### src/pps_types_pkg.sv
// ----------------------------------------------------------------------
// PPS type definitions: source select codes and LMK sync FSM states
// ----------------------------------------------------------------------

package pps_types_pkg;

  // -------------------------------------------------------------------
  // PPS source selection
  // -------------------------------------------------------------------

  // Codes 2 and 3 both route the external PPS to the output
  // The second external code exists so that any 2-bit value is a legal select
  typedef enum logic [1:0] {
    PPS_SRC_INT_A   = 2'd0,
    PPS_SRC_INT_B   = 2'd1,
    PPS_SRC_EXT     = 2'd2,
    PPS_SRC_EXT_ALT = 2'd3
  } pps_src_e;

  // -------------------------------------------------------------------
  // LMK sync FSM
  // -------------------------------------------------------------------

  // IDLE waits for a request, ARMED waits for the next PPS rising edge
  // COUNT runs the programmed delay down to zero and fires the sync bit
  // DONE produces the one-cycle completion pulse
  typedef enum logic [1:0] {
    IDLE  = 2'd0,
    ARMED = 2'd1,
    COUNT = 2'd2,
    DONE  = 2'd3
  } lmk_sync_state_e;

endpackage : pps_types_pkg

### src/pps_timing_pkg.sv
// ----------------------------------------------------------------------
// PPS timing constants: field widths, delay-line depth and duty cycle
// ----------------------------------------------------------------------

package pps_timing_pkg;

  // Width of the LMK sync delay count, in base_ref_clk cycles
  localparam int SYNC_DLY_W = 8;

  // Width of the tap select on the PPS alignment delay line
  localparam int ALIGN_DLY_W = 8;

  // One shift stage per tap value, so every select code reaches a stage
  localparam int ALIGN_DEPTH = 2 ** ALIGN_DLY_W;

  // High time of an internally generated PPS, in percent of its period
  // A quarter of the period keeps the pulse wide enough for slow samplers
  localparam int PPS_DUTY_PCT = 25;

endpackage : pps_timing_pkg

### src/pps_bus_if.sv
// ----------------------------------------------------------------------
// PPS bus between source selection, alignment delay and sync control
// ----------------------------------------------------------------------

`timescale 1ns/1ps

interface pps_bus_if
  import pps_types_pkg::*;
();

  // Source select, driven from the top level
  pps_src_e src_sel;

  // Registered PPS level after the source mux
  logic pps_level;

  // One-cycle strobe in the first cycle that pps_level is high
  logic pps_rise;

  // PPS shifted onto the aligned clock edge
  logic pps_aligned;

  // Source mux and edge detector
  modport src (
    input  src_sel,
    output pps_level,
    output pps_rise
  );

  // Programmable delay line
  modport align (
    input  pps_level,
    output pps_aligned
  );

  // LMK sync control only needs the edge strobe
  modport ctrl (
    input  pps_rise
  );

endinterface : pps_bus_if

### src/pps_generator.sv
// ----------------------------------------------------------------------
// Internal PPS generator with a fixed duty cycle for one clock frequency
// ----------------------------------------------------------------------

`timescale 1ns/1ps

module pps_generator
  import pps_timing_pkg::*;
#(
  // Clock cycles per PPS period
  parameter int CLK_FREQ = 10_000_000,
  // High time in percent of the period
  parameter int DUTY_PCT = PPS_DUTY_PCT
) (
  input  logic base_ref_clk,
  input  logic brc_rst,
  output logic pps_o
);

  // Counter is wide enough to hold CLK_FREQ-1
  localparam int CNT_W = $clog2(CLK_FREQ);

  // Last count value before the counter wraps
  localparam logic [CNT_W-1:0] CNT_LAST = CNT_W'(CLK_FREQ - 1);

  // Number of cycles per period with the PPS high
  // Computed in 64 bits so large frequencies do not overflow the product
  localparam longint HIGH_CYCLES = longint'(CLK_FREQ) * DUTY_PCT / 100;
  localparam logic [CNT_W-1:0] CNT_HIGH = CNT_W'(HIGH_CYCLES);

  logic [CNT_W-1:0] period_cnt;

  // -------------------------------------------------------------------
  // Period counter and duty-cycle compare
  // -------------------------------------------------------------------

  // The compare uses the count before the increment
  // With the counter at zero after reset, the first edge drives pps_o high
  always_ff @(posedge base_ref_clk) begin
    if (brc_rst) begin
      period_cnt <= '0;
      pps_o      <= 1'b0;
    end else begin
      if (period_cnt == CNT_LAST) begin
        period_cnt <= '0;
      end else begin
        period_cnt <= period_cnt + 1'b1;
      end
      // Output is registered so the PPS leaves the block glitch free
      pps_o <= (period_cnt < CNT_HIGH);
    end
  end

endmodule : pps_generator

### src/pps_source_select.sv
// ----------------------------------------------------------------------
// PPS source selection: external capture, source mux, rising edge strobe
// ----------------------------------------------------------------------

`timescale 1ns/1ps

module pps_source_select
  import pps_types_pkg::*;
(
  input  logic      base_ref_clk,
  input  logic      brc_rst,
  // External PPS, asynchronous to base_ref_clk
  input  logic      pps_ext_i,
  // Internal PPS from generator A
  input  logic      pps_int_a_i,
  // Internal PPS from generator B
  input  logic      pps_int_b_i,
  pps_bus_if.src    bus
);

  // Two-stage synchronizer on the external PPS
  logic pps_ext_meta;
  logic pps_ext_sync;

  // Level of the mux register one cycle earlier
  logic pps_level_prev;

  // -------------------------------------------------------------------
  // External PPS capture
  // -------------------------------------------------------------------

  // The first flop may go metastable, the second gives it a full cycle
  // to resolve before the mux register samples it
  always_ff @(posedge base_ref_clk) begin
    if (brc_rst) begin
      pps_ext_meta <= 1'b0;
      pps_ext_sync <= 1'b0;
    end else begin
      pps_ext_meta <= pps_ext_i;
      pps_ext_sync <= pps_ext_meta;
    end
  end

  // -------------------------------------------------------------------
  // Source mux register
  // -------------------------------------------------------------------

  // A select change lands asynchronously to the PPS, so a short or
  // stretched pulse can appear at the switch-over
  // Codes 2 and 3 both fall through to the external source
  always_ff @(posedge base_ref_clk) begin
    if (brc_rst) begin
      bus.pps_level  <= 1'b0;
      pps_level_prev <= 1'b0;
    end else begin
      case (bus.src_sel)
        PPS_SRC_INT_A: begin
          bus.pps_level <= pps_int_a_i;
        end
        PPS_SRC_INT_B: begin
          bus.pps_level <= pps_int_b_i;
        end
        default: begin
          bus.pps_level <= pps_ext_sync;
        end
      endcase
      pps_level_prev <= bus.pps_level;
    end
  end

  // -------------------------------------------------------------------
  // Rising edge strobe
  // -------------------------------------------------------------------

  // High in the first cycle the mux output is high
  assign bus.pps_rise = bus.pps_level & ~pps_level_prev;

endmodule : pps_source_select

### src/pps_align_delay.sv
// ----------------------------------------------------------------------
// Programmable PPS delay line that moves the PPS onto the aligned edge
// ----------------------------------------------------------------------

`timescale 1ns/1ps

module pps_align_delay
  import pps_timing_pkg::*;
(
  input  logic                   base_ref_clk,
  input  logic                   brc_rst,
  // Tap select, delay is align_delay_i plus two cycles
  input  logic [ALIGN_DLY_W-1:0] align_delay_i,
  pps_bus_if.align               bus
);

  // Stage 0 holds the newest sample of pps_level
  logic [ALIGN_DEPTH-1:0] pps_shift;

  // -------------------------------------------------------------------
  // Shift register and tap register
  // -------------------------------------------------------------------

  // The delay has to cover the path from PPS to the LMK sync output,
  // the LMK latency from sync to the aligned edge and the sync delay
  // The final register adds one cycle on top of the shift stage
  always_ff @(posedge base_ref_clk) begin
    if (brc_rst) begin
      pps_shift       <= '0;
      bus.pps_aligned <= 1'b0;
    end else begin
      pps_shift       <= {pps_shift[ALIGN_DEPTH-2:0], bus.pps_level};
      bus.pps_aligned <= pps_shift[align_delay_i];
    end
  end

endmodule : pps_align_delay

### src/lmk_sync_ctrl.sv
// ----------------------------------------------------------------------
// LMK sync control: request handshake and PPS-timed sync pulse FSM
// ----------------------------------------------------------------------

`timescale 1ns/1ps

module lmk_sync_ctrl
  import pps_types_pkg::*;
  import pps_timing_pkg::*;
(
  input  logic                  base_ref_clk,
  input  logic                  brc_rst,
  // Sync request handshake
  input  logic                  sync_req_valid_i,
  output logic                  sync_req_ready_o,
  // Cycles from the sampled PPS edge to the sync bit, minus two
  input  logic [SYNC_DLY_W-1:0] sync_delay_i,
  pps_bus_if.ctrl               bus,
  // Sync to the LMK, launched on the falling clock edge
  output logic                  lmk_sync_o,
  // One-cycle completion pulse
  output logic                  sync_done_o
);

  lmk_sync_state_e       state_q;
  logic [SYNC_DLY_W-1:0] delay_q;
  logic [SYNC_DLY_W-1:0] delay_cnt;
  logic                  sync_int;
  logic                  req_accept;

  // -------------------------------------------------------------------
  // Request handshake
  // -------------------------------------------------------------------

  // Ready only while idle and no done pulse is being shown
  // A request made during a sync waits here, which is the only back-pressure
  assign sync_req_ready_o = (state_q == IDLE) && !sync_done_o;
  assign req_accept       = sync_req_valid_i && sync_req_ready_o;

  // -------------------------------------------------------------------
  // Sync FSM
  // -------------------------------------------------------------------

  always_ff @(posedge base_ref_clk) begin
    if (brc_rst) begin
      state_q     <= IDLE;
      delay_q     <= '0;
      delay_cnt   <= '0;
      sync_int    <= 1'b0;
      sync_done_o <= 1'b0;
    end else begin
      // Sync bit and done are single-cycle pulses
      sync_int    <= 1'b0;
      sync_done_o <= 1'b0;
      case (state_q)
        IDLE: begin
          // Delay is captured in the same cycle as the handshake
          if (req_accept) begin
            delay_q <= sync_delay_i;
            state_q <= ARMED;
          end
        end

        ARMED: begin
          // Counter starts from the captured delay on the PPS edge
          if (bus.pps_rise) begin
            delay_cnt <= delay_q;
            state_q   <= COUNT;
          end
        end

        COUNT: begin
          // Zero delay still takes one pass through this state
          if (delay_cnt == '0) begin
            sync_int <= 1'b1;
            state_q  <= DONE;
          end else begin
            delay_cnt <= delay_cnt - 1'b1;
          end
        end

        DONE: begin
          // Done follows the sync bit and the FSM is idle again with it
          sync_done_o <= 1'b1;
          state_q     <= IDLE;
        end

        default: begin
          // Recover from an undefined state
          state_q <= IDLE;
        end
      endcase
    end
  end

  // -------------------------------------------------------------------
  // LMK sync output
  // -------------------------------------------------------------------

  // Launching on the falling edge gives half a cycle of hold margin at the LMK
  always_ff @(negedge base_ref_clk) begin
    if (brc_rst) begin
      lmk_sync_o <= 1'b0;
    end else begin
      lmk_sync_o <= sync_int;
    end
  end

endmodule : lmk_sync_ctrl

### src/pps_sync_top.sv
// ----------------------------------------------------------------------
// PPS handling and LMK sync generation in the base reference clock domain
// ----------------------------------------------------------------------

`timescale 1ns/1ps

module pps_sync_top
  import pps_types_pkg::*;
  import pps_timing_pkg::*;
#(
  // Cycles per PPS period for each supported reference rate
  parameter int INT_A_FREQ = 10_000_000,
  parameter int INT_B_FREQ = 25_000_000
) (
  input  logic                   base_ref_clk,
  input  logic                   brc_rst,
  input  logic                   pps_i,
  input  logic [1:0]             pps_select_i,
  input  logic [ALIGN_DLY_W-1:0] align_delay_i,
  input  logic                   sync_req_valid_i,
  output logic                   sync_req_ready_o,
  input  logic [SYNC_DLY_W-1:0]  sync_delay_i,
  output logic                   pps_o,
  output logic                   pps_aligned_o,
  output logic                   lmk_sync_o,
  output logic                   sync_done_o
);

  logic pps_int_a;
  logic pps_int_b;

  pps_bus_if pps_bus ();

  // -------------------------------------------------------------------
  // PPS generation and source selection
  // -------------------------------------------------------------------

  // Both generators run all the time, only one is selected
  pps_generator #(
    .CLK_FREQ (INT_A_FREQ),
    .DUTY_PCT (PPS_DUTY_PCT)
  ) pps_gen_a (
    .base_ref_clk (base_ref_clk),
    .brc_rst      (brc_rst),
    .pps_o        (pps_int_a)
  );

  pps_generator #(
    .CLK_FREQ (INT_B_FREQ),
    .DUTY_PCT (PPS_DUTY_PCT)
  ) pps_gen_b (
    .base_ref_clk (base_ref_clk),
    .brc_rst      (brc_rst),
    .pps_o        (pps_int_b)
  );

  assign pps_bus.src_sel = pps_src_e'(pps_select_i);

  pps_source_select u_source_select (
    .base_ref_clk (base_ref_clk),
    .brc_rst      (brc_rst),
    .pps_ext_i    (pps_i),
    .pps_int_a_i  (pps_int_a),
    .pps_int_b_i  (pps_int_b),
    .bus          (pps_bus.src)
  );

  // -------------------------------------------------------------------
  // Alignment delay and LMK sync
  // -------------------------------------------------------------------

  pps_align_delay u_align_delay (
    .base_ref_clk  (base_ref_clk),
    .brc_rst       (brc_rst),
    .align_delay_i (align_delay_i),
    .bus           (pps_bus.align)
  );

  lmk_sync_ctrl u_sync_ctrl (
    .base_ref_clk     (base_ref_clk),
    .brc_rst          (brc_rst),
    .sync_req_valid_i (sync_req_valid_i),
    .sync_req_ready_o (sync_req_ready_o),
    .sync_delay_i     (sync_delay_i),
    .bus              (pps_bus.ctrl),
    .lmk_sync_o       (lmk_sync_o),
    .sync_done_o      (sync_done_o)
  );

  // Selected and aligned PPS go straight out, no extra registers
  assign pps_o         = pps_bus.pps_level;
  assign pps_aligned_o = pps_bus.pps_aligned;

endmodule : pps_sync_top

### config.mk
export PLATFORM = sky130hd
export DESIGN_NAME = pps_sync_top
export DESIGN_NICKNAME = d
export VERILOG_FILES = /design/src/pps_types_pkg.sv /design/src/pps_timing_pkg.sv /design/src/pps_bus_if.sv /design/src/pps_generator.sv /design/src/pps_source_select.sv /design/src/pps_align_delay.sv /design/src/lmk_sync_ctrl.sv /design/src/pps_sync_top.sv
export SDC_FILE = /design/constraint.sdc
export NUM_CORES = 1
export LEC_CHECK = 0
export BUFFER_PORTS_ARGS = -buffer_cell sky130_fd_sc_hd__buf_2
export CAP_MARGIN = 20
export CORE_UTILIZATION = 40
export DETAILED_ROUTE_END_ITERATION = 10
export SYNTH_ARGS = -nofsm -noshare
export SYNTH_HDL_FRONTEND = slang
export SYNTH_HIERARCHICAL = 1
export SYNTH_SLANG_ARGS = --single-unit
### constraint.sdc
create_clock -name base_ref_clk -period 4.5 [get_ports base_ref_clk]
set_clock_uncertainty 0.1 [all_clocks]
set_input_delay 0.45 -clock base_ref_clk [delete_from_list [all_inputs] [get_ports base_ref_clk]]
set_output_delay 0.45 -clock base_ref_clk [all_outputs]
set_load 0.01 [all_outputs]
; ---- Word-level counts from Yosys, hierarchy flattened
; Cells that the tools add are included.
[classes]
n_div = 0
bitwise = 3
n_addsub = 3
order_cmp = 3
n_reduce_logical = 13
n_mul = 0
n_mux = 12
shift = 0
n_eq_ne = 10
[op_table]
columns = operator, n
row1 = $add A25 B1 Y25 const B, 1
row2 = $eq A25 B25 Y1 const B, 1
row3 = $lt A25 B23 Y1 const B, 1
row4 = $add A24 B1 Y24 const B, 1
row5 = $eq A24 B24 Y1 const B, 1
row6 = $lt A24 B22 Y1 const B, 1
row7 = $mux W8, 2
row8 = $pmux W8 S2, 1
row9 = $lt A8 B9 Y1 const B, 1
row10 = $bmux W1 S8, 1
row11 = $logic_not A8 Y1, 1
row12 = $pmux W2 S4, 1
row13 = $sub A8 B1 Y8 const B, 1
row14 = $mux W2, 3
row15 = $reduce_and A3 Y1, 2
row16 = $reduce_or A2 Y1, 3
row17 = $eq A2 B1 Y1 const B, 2
row18 = $eq A2 B2 Y1 const B, 2
row19 = $logic_not A2 Y1, 2
row20 = $ne A2 B1 Y1 const B, 2
row21 = $ne A2 B2 Y1 const B, 2
row22 = $mux W1, 3
row23 = $logic_and A1 B1 Y1, 2
row24 = $not A1 Y1, 2
row25 = other kinds (5), 5
[word_totals]
register_bits = 333
inputBits = 22
mem_bits_rw = 0
elab_cells = 60
rom_bits = 0
output_inout_bits = 5
n_memories = 0
latch_bits = 0

; ---- Logic depth before layout (Yosys ltp)
; Gate-level depths: netlist (run 1).
[logic_depth]
word_depth = 5
ltp_mapped = 10
mapped_depth_nobuf = 6

; ---- Hierarchy
; The synthesis (run 1) kept the hierarchy.
[by_module_without_submodules]
columns = module, n_inst, seq_area_each_um2, cells_each, area_per_inst_um2
row1 = pps_align_delay, 1, 5144.9, 754, 9133.8
row2 = pps_generator (pps_gen_b), 1, 520.5, 155, 1292.5
row3 = pps_generator (pps_gen_a), 1, 500.5, 146, 1219.9
row4 = lmk_sync_ctrl, 1, 420.4, 135, 1111.1
row5 = pps_source_select, 1, 80.1, 12, 137.6

==> results_dict.tcl, run 1 <==
set metrics [dict create \
    status "completed" \
    htree_levels 2 \
    synth_top_area_share_pct 51.7 \
    hold_viol 0 \
    wl_per_cell_um 15.2 \
    netlist_top_cells_count "dfxtp_1, nor2b_1, nand2_1, mux4_2, nor2_1" \
    slowest_stage "dfxtp_1" \
    ctsHoldBuffers 0 \
    worstPathCellList "buf_2" \
    synthCells 1202 \
    routed_via_density 5.11 \
    fillCellCount 2933 \
    cts_setup_buffers 0 \
    power.total_mw 6.34 \
    p_per_area_nw_per_um2 440 \
    setup_slack_ns 0.711 \
    clk_pin_slew_worst_paths_ns 0.06 \
    start_kind "flop" \
    synth-edff-count 0 \
    cp.required_ns 3.95 \
    syn_area_um2 12900 \
    setup_tns_ns 0 \
    yosys_warnings 6 \
    path_buf_inv 1 \
    ios 27 \
    numCtsBuffers 37 \
    yosysUniqueCellTypes 75 \
    dp.final_hpwl_mm 15.3 \
    leakage_nw 5.27 \
    die_x_um 182 \
    synth.top_cells.by_area "dfxtp_1, nor2b_1, mux4_2" \
    synthArstFlopShare_pct 0 \
    cts_tree "yes" \
    drive_gt1_share_pct 13.1 \
    synth.net_count 1232 \
    grt_pass1_vias 8291 \
    slowest_delay_ns 0.29 \
    slew_viol_final 0 \
    num_vias 8357 \
    antenna_found_initial 0 \
    hp-class "input pin to flop" \
    gp_congestion 0.815 \
    critPathCaptureType "primary output" \
    start_util_pct 40.8 \
    remaining_drc_errors 0 \
    finalSetupViolCount 0 \
    drtIter0Drc 381 \
    critPathMaxFanout 1 \
    first_pass_iters 4 \
    area_delta_synth_final_pct 11.7 \
    track_usage_pct 15.4 \
    fin_util_pct 45.5 \
    synthFlopType "dfxtp_1" \
    grt_overflow 0 \
    max_slew_margin_pct 38.7 \
    cts_buffer_depth 3 \
    wl_mm 24.9 \
    synth_most_common_cell "dfxtp_1" \
    nets 1236 \
    rsz0062_at_grt "no" \
    ys_seq_area_share_pct 51.7 \
    cp_data_arrival_time_ns 3.24 \
    fin_cells 1634 \
    cts-resized-gates 0 \
    vdd_drop_max_mv 0.274 \
    worstSetupPathType "flop to primary output" \
    dp_cells 1568 \
    portBuffers 26 \
    rows 65 \
    worst_pin_slew_ns 0.919 \
    ys_seq_elements 333 \
    critPathTopFamily "flip-flops" \
    insertion_delay_ns 0.52 \
    dieArea_um2 33000 \
    place_ws_ns 1.08 \
    ctsRootBufferMaster "clkbuf_16" \
    cts.sinks 333 \
    yosys.area.top_type "dfxtp_1" \
    avgSynthCellArea_um2 10.7 \
    core_area_um2 31600 \
    grt_pass1_wl_mm 41.6 \
    grt_max_degree 224 \
    drtAntennaViolNets 0 \
    die_y_um 182 \
    antenna_cells 0 \
    max_cap_viol_count 0 \
]
final cells by class:
cell class | instances | area [µm²] | area share [%]
repair buffers | 35 | 223 | 1.55
multi-input cells | 778 | 5790 | 40.2
clock buffers | 54 | 1050 | 7.29
clock inverters | 12 | 100 | 0.695
inverters | 20 | 75.1 | 0.521
well taps | 402 | 503 | 3.49
flip-flops and latches | 333 | 6670 | 46.3
through the flow:
| step | instance area (µm²) | hold slack (ns) |
|---|---|---|
| floorplan | 12900 | 0.314 |
| global placement | 13300 | 0.318 |
| detailed placement | 13300 | 0.326 |
| CTS | 14400 | 0.0175 |
| global route | 14400 | 0.0318 |
| finish | 14400 | 0.0429 |
sequential cells by signal, indices dropped and copies added (netlist names):
signal	cells
u_sync_ctrl/sync_int	1
u_sync_ctrl/lmk_sync_o	1
u_source_select/pps_level_prev	1
u_sync_ctrl/delay_q	8
u_align_delay/pps_shift	256
u_sync_ctrl/state_q	2
pps_gen_b/period_cnt	25
u_source_select/bus.pps_level	1
u_source_select/pps_ext_meta	1
u_sync_ctrl/delay_cnt	8
u_sync_ctrl/sync_done_o	1
pps_gen_a/pps_o	1
u_source_select/pps_ext_sync	1
pps_gen_b/pps_o	1
u_align_delay/bus.pps_aligned	1
pps_gen_a/period_cnt	24
placed cells by master, fill, tap and decap left out, types with 10 or more instances in the layout:
cell,count
a21oi_1,45
buf_2,24
clkbuf_1,11
clkbuf_16,37
dfxtp_1,333
inv_1,21
mux2i_1,35
mux4_2,49
nand2_1,50
nand2b_1,11
nand3_1,37
nand4_1,19
nor2_1,48
nor2b_1,270
nor3_1,15
nor4_1,11
o21ai_0,23
or3_1,11
or4_1,10
xnor2_1,14
xor2_1,12
logic make-up after synthesis:
group | after synthesis | synth area share (%)
buffers and inverters | 91 | 3.48
AND/OR/NAND/NOR | 522 | 23.7
flip-flops | 333 | 51.7
adder cells (fa/ha/maj) | 8 | 0.776
XOR/XNOR | 26 | 1.77
AO/OA/AOI/OAI | 132 | 6.77
multiplexers | 90 | 11.8
power breakdown:
| part | total [mW] | switching, mW | leakage, nW | internal [mW] |
|---|---|---|---|---|
| Sequential | 3.03 | 0.0340 | 2.69 | 2.99 |
| Combinational | 0.481 | 0.306 | 2.02 | 0.175 |
| Clock | 2.83 | 1.15 | 0.565 | 1.68 |
routing by layer:
| metal | GRT usage, % | routed length (µm) |
|---|---|---|
| met2 | 24.9 | 11300 |
| met4 | 5.25 | 546 |
| met5 | 0 | 0 |
| met3 | 3.05 | 884 |
| met1 | 20.6 | 12200 |
final timing paths:
path / start / end / slack, ns / depth (start not counted)
worst min register to register: u_source_select/pps_ext_meta / u_source_select/pps_ext_sync / 0.34 / 1
worst max-delay path: u_sync_ctrl/lmk_sync_o / lmk_sync_o / 0.71 / 1
worst max register to register: u_sync_ctrl/sync_int / u_sync_ctrl/lmk_sync_o / 1.67 / 1
worst min-delay path: pps_i / u_source_select/pps_ext_meta / 0.04 / 2
Power figures use the tool's default switching activity.
==> run 2: changes to the inputs <==
--- a/config.mk
+++ b/config.mk
@@ -5,6 +5,7 @@
 export SDC_FILE = /design/constraint.sdc
 export NUM_CORES = 1
 export LEC_CHECK = 0
+export ABC_AREA = 1
 export BUFFER_PORTS_ARGS = -buffer_cell sky130_fd_sc_hd__buf_2
 export CAP_MARGIN = 20
 export CORE_UTILIZATION = 40
==> constraint.sdc (replaced) <==
create_clock -name base_ref_clk -period 3.16 [get_ports base_ref_clk]
set_clock_uncertainty 0.1 [all_clocks]
set_input_delay 0.316 -clock base_ref_clk [delete_from_list [all_inputs] [get_ports base_ref_clk]]
set_output_delay 0.316 -clock base_ref_clk [all_outputs]
set_load 0.01 [all_outputs]
==> run 2 against run 1 <==
Sequential cell count is the same. Worst hold slack lost 0.038 ns. Non-clock buffer count grew 17. Worst setup slack lost 0.53 ns. Area after synthesis grew 8.3%. Clock power grew 49%. Register-to-register slack lost 0.76 ns. Critical path type unchanged. Critical endpoint unchanged.
==> results_dict.tcl, run 2 <==
set metrics [dict create \
    htree_levels 2 \
    gp_congestion 0.804 \
    largest_register_ffs 256 \
    drtAntennaViolNets 0 \
    cts_buffer_depth 3 \
    die_y_um 189 \
    layout_commonest_cell "nor2_1" \
    dp_cells 2389 \
    critPathMaxFanout 1 \
    drtIter0Drc 665 \
    leakage_nw 5.98 \
    setup_tns_ns 0 \
    vdd_drop_max_mv 0.558 \
    synthCells 1982 \
    num_vias 11362 \
    insertion_delay_ns 0.52 \
    worstPathCellList "buf_2" \
    yosys_warnings 6 \
    cp_data_arrival_time_ns 2.56 \
    core_area_um2 34500 \
    rsz0062_at_grt "no" \
    clk_pin_slew_worst_paths_ns 0.06 \
    critPathCaptureType "primary output" \
    synth_most_common_cell "nor2_1" \
    fin_util_pct 45.4 \
    avgSynthCellArea_um2 7.05 \
    first_pass_iters 5 \
    dieArea_um2 35700 \
    worst_pin_slew_ns 0.935 \
    synthFlopType "dfxtp_1" \
    power.share.sequential_pct 44.9 \
    grt_pass1_wl_mm 50.3 \
    yosys.area.top_type "dfxtp_1" \
    antenna_cells 0 \
    synth.top_cells.by_area "dfxtp_1, nor2_1, nand2_1" \
    grt_overflow 0 \
    combPwrFrac_pct 11.9 \
    remaining_drc_errors 0 \
    die_x_um 189 \
    cts_tree "yes" \
    slew_viol_final 0 \
    p_sw_share_pct 26.1 \
    ys_seq_area_share_pct 47.7 \
    grt.met2_usage_pct 28.4 \
    rows 68 \
    wl_per_cell_um 11.9 \
    drive_gt1_share_pct 7.91 \
    cts.sinks 333 \
    power.total_mw 9.75 \
    top_register "u_align_delay/pps_shift" \
    path_buf_inv 1 \
    slowest_stage "dfxtp_1" \
    yosysUniqueCellTypes 38 \
    grt_pass1_vias 10843 \
    synth_top_area_share_pct 47.7 \
    p_switching_mw 2.54 \
    start_kind "flop" \
    critPathTopFamily "flip-flops" \
    cp.required_ns 2.74 \
    ctsRootBufferMaster "clkbuf_16" \
    slowest_delay_ns 0.29 \
    grtUsageMet3_pct 2.52 \
    internal_power_mw 7.21 \
    max_cap_viol_count 0 \
    netlist_top_cells_count "nor2_1, nand2_1, inv_1, dfxtp_1, nand3_1" \
    syn_area_um2 14000 \
    synth.net_count 2012 \
    fin_cells 2464 \
    met1_usage_pct 22.0 \
    routed_via_density 4.61 \
    track_usage_pct 16.8 \
    nets 2013 \
    clkPwrFrac_pct 43.2 \
    numCtsBuffers 36 \
    reg_top3 "u_align_delay/pps_shift (256), pps_gen_b/period_cnt (25), pps_gen_a/period_cnt (24)" \
    final_cell_mix "nor2_1, nand2_1, inv_1, dfxtp_1, nand3_1" \
    synthArstFlopShare_pct 0 \
    p_per_area_nw_per_um2 623 \
    antenna_found_initial 0 \
    dp.final_hpwl_mm 17.3 \
    cts_setup_buffers 0 \
    status "completed" \
    start_util_pct 40.5 \
    wl_mm 29.3 \
    hold_viol 0 \
    hp-class "input pin to flop" \
    ys_seq_elements 333 \
    busiest_layer "met2" \
    ios 27 \
    portBuffers 26 \
    finalSetupViolCount 0 \
    area_delta_synth_final_pct 12.0 \
    synth-edff-count 0 \
    max_slew_margin_pct 37.7 \
    worstSetupPathType "flop to primary output" \
    grt_max_degree 192 \
]
## run 2: cell types whose count changed in the layout (fill, tap and decap cells not counted), moves of 12 or more
cell	change
nand3_1	+203
nor2b_1	-270
nor2_1	+336
nand2_1	+307
nand2_2	+14
mux2i_1	-35
mux4_2	-49
nor2_2	+15
nand4_1	-12
o21ai_0	+34
inv_1	+325
## run 2: per-stage QoR
step	worst slack (ns)	area, µm²	hold WS [ns]
6_report	0.183	15600	0.00529
2_1_floorplan	0.833	14000	0.278
3_5_place_dp	0.751	14300	0.295
5_1_grt	0.138	15600	0.0522
4_1_cts	0.155	15600	0.00373
3_3_place_gp	0.749	14300	0.293
## run 2: worst reg2reg max path: stages, from the launching register on
cell and delay (ns):
dfxtp_1 0.31, inv_1 0.04, nor2_1 0.18
## run 2: path summary, 6_finish.rpt
path                                                   start                           end  slack [ns]  cells past startpoint
worst min register to register  u_align_delay/pps_shift[110]  u_align_delay/pps_shift[111]        0.31                      2
worst min-delay path                         sync_delay_i[7]        u_sync_ctrl/delay_q[7]       0.005                      3
worst max register to register          u_sync_ctrl/sync_int        u_sync_ctrl/lmk_sync_o        0.91                      2
worst max-delay path                  u_sync_ctrl/lmk_sync_o                    lmk_sync_o        0.18                      1
## run 2: logic make-up after synthesis
family	share of synthesized area (%)
adder cells (fa/ha/maj)	0.717
AND/OR/NAND/NOR	32.0
XOR/XNOR	1.25
buffers and inverters	13.3
AO/OA/AOI/OAI	4.95
flip-flops	47.7
## run 2: repair_timing
item,4_1_cts,5_1_grt
endpoints found under the hold margin,9,0
gates resized for setup,0,0
hold buffers,11,0
## run 2: power groups by stage
stage | Combinational (mW) | Sequential, mW | Clock [mW]
floorplan | 0.911 | 4.45 | 0.00396
global placement | 1.12 | 4.46 | 0.00396
detailed placement | 1.14 | 4.47 | 0.00396
CTS | 1.16 | 4.37 | 4.34
global route | 1.32 | 4.38 | 4.50
finish | 1.16 | 4.37 | 4.22
## run 2: final cells by class
class,count,area [µm²]
inverter,353,1330
multi-input combinational,1206,5440
timing repair buffer,52,439
fill,3582,18800
clock inverter,15,144
sequential,333,6670
tap,455,569
clock buffer,50,1060
## run 2: per-layer routing
layer  routed length, µm  up-vias
met5                   0        -
met1               14400     5176
met4                 616        0
met2               13300      156
met3                1010       46
li1                    -     5984
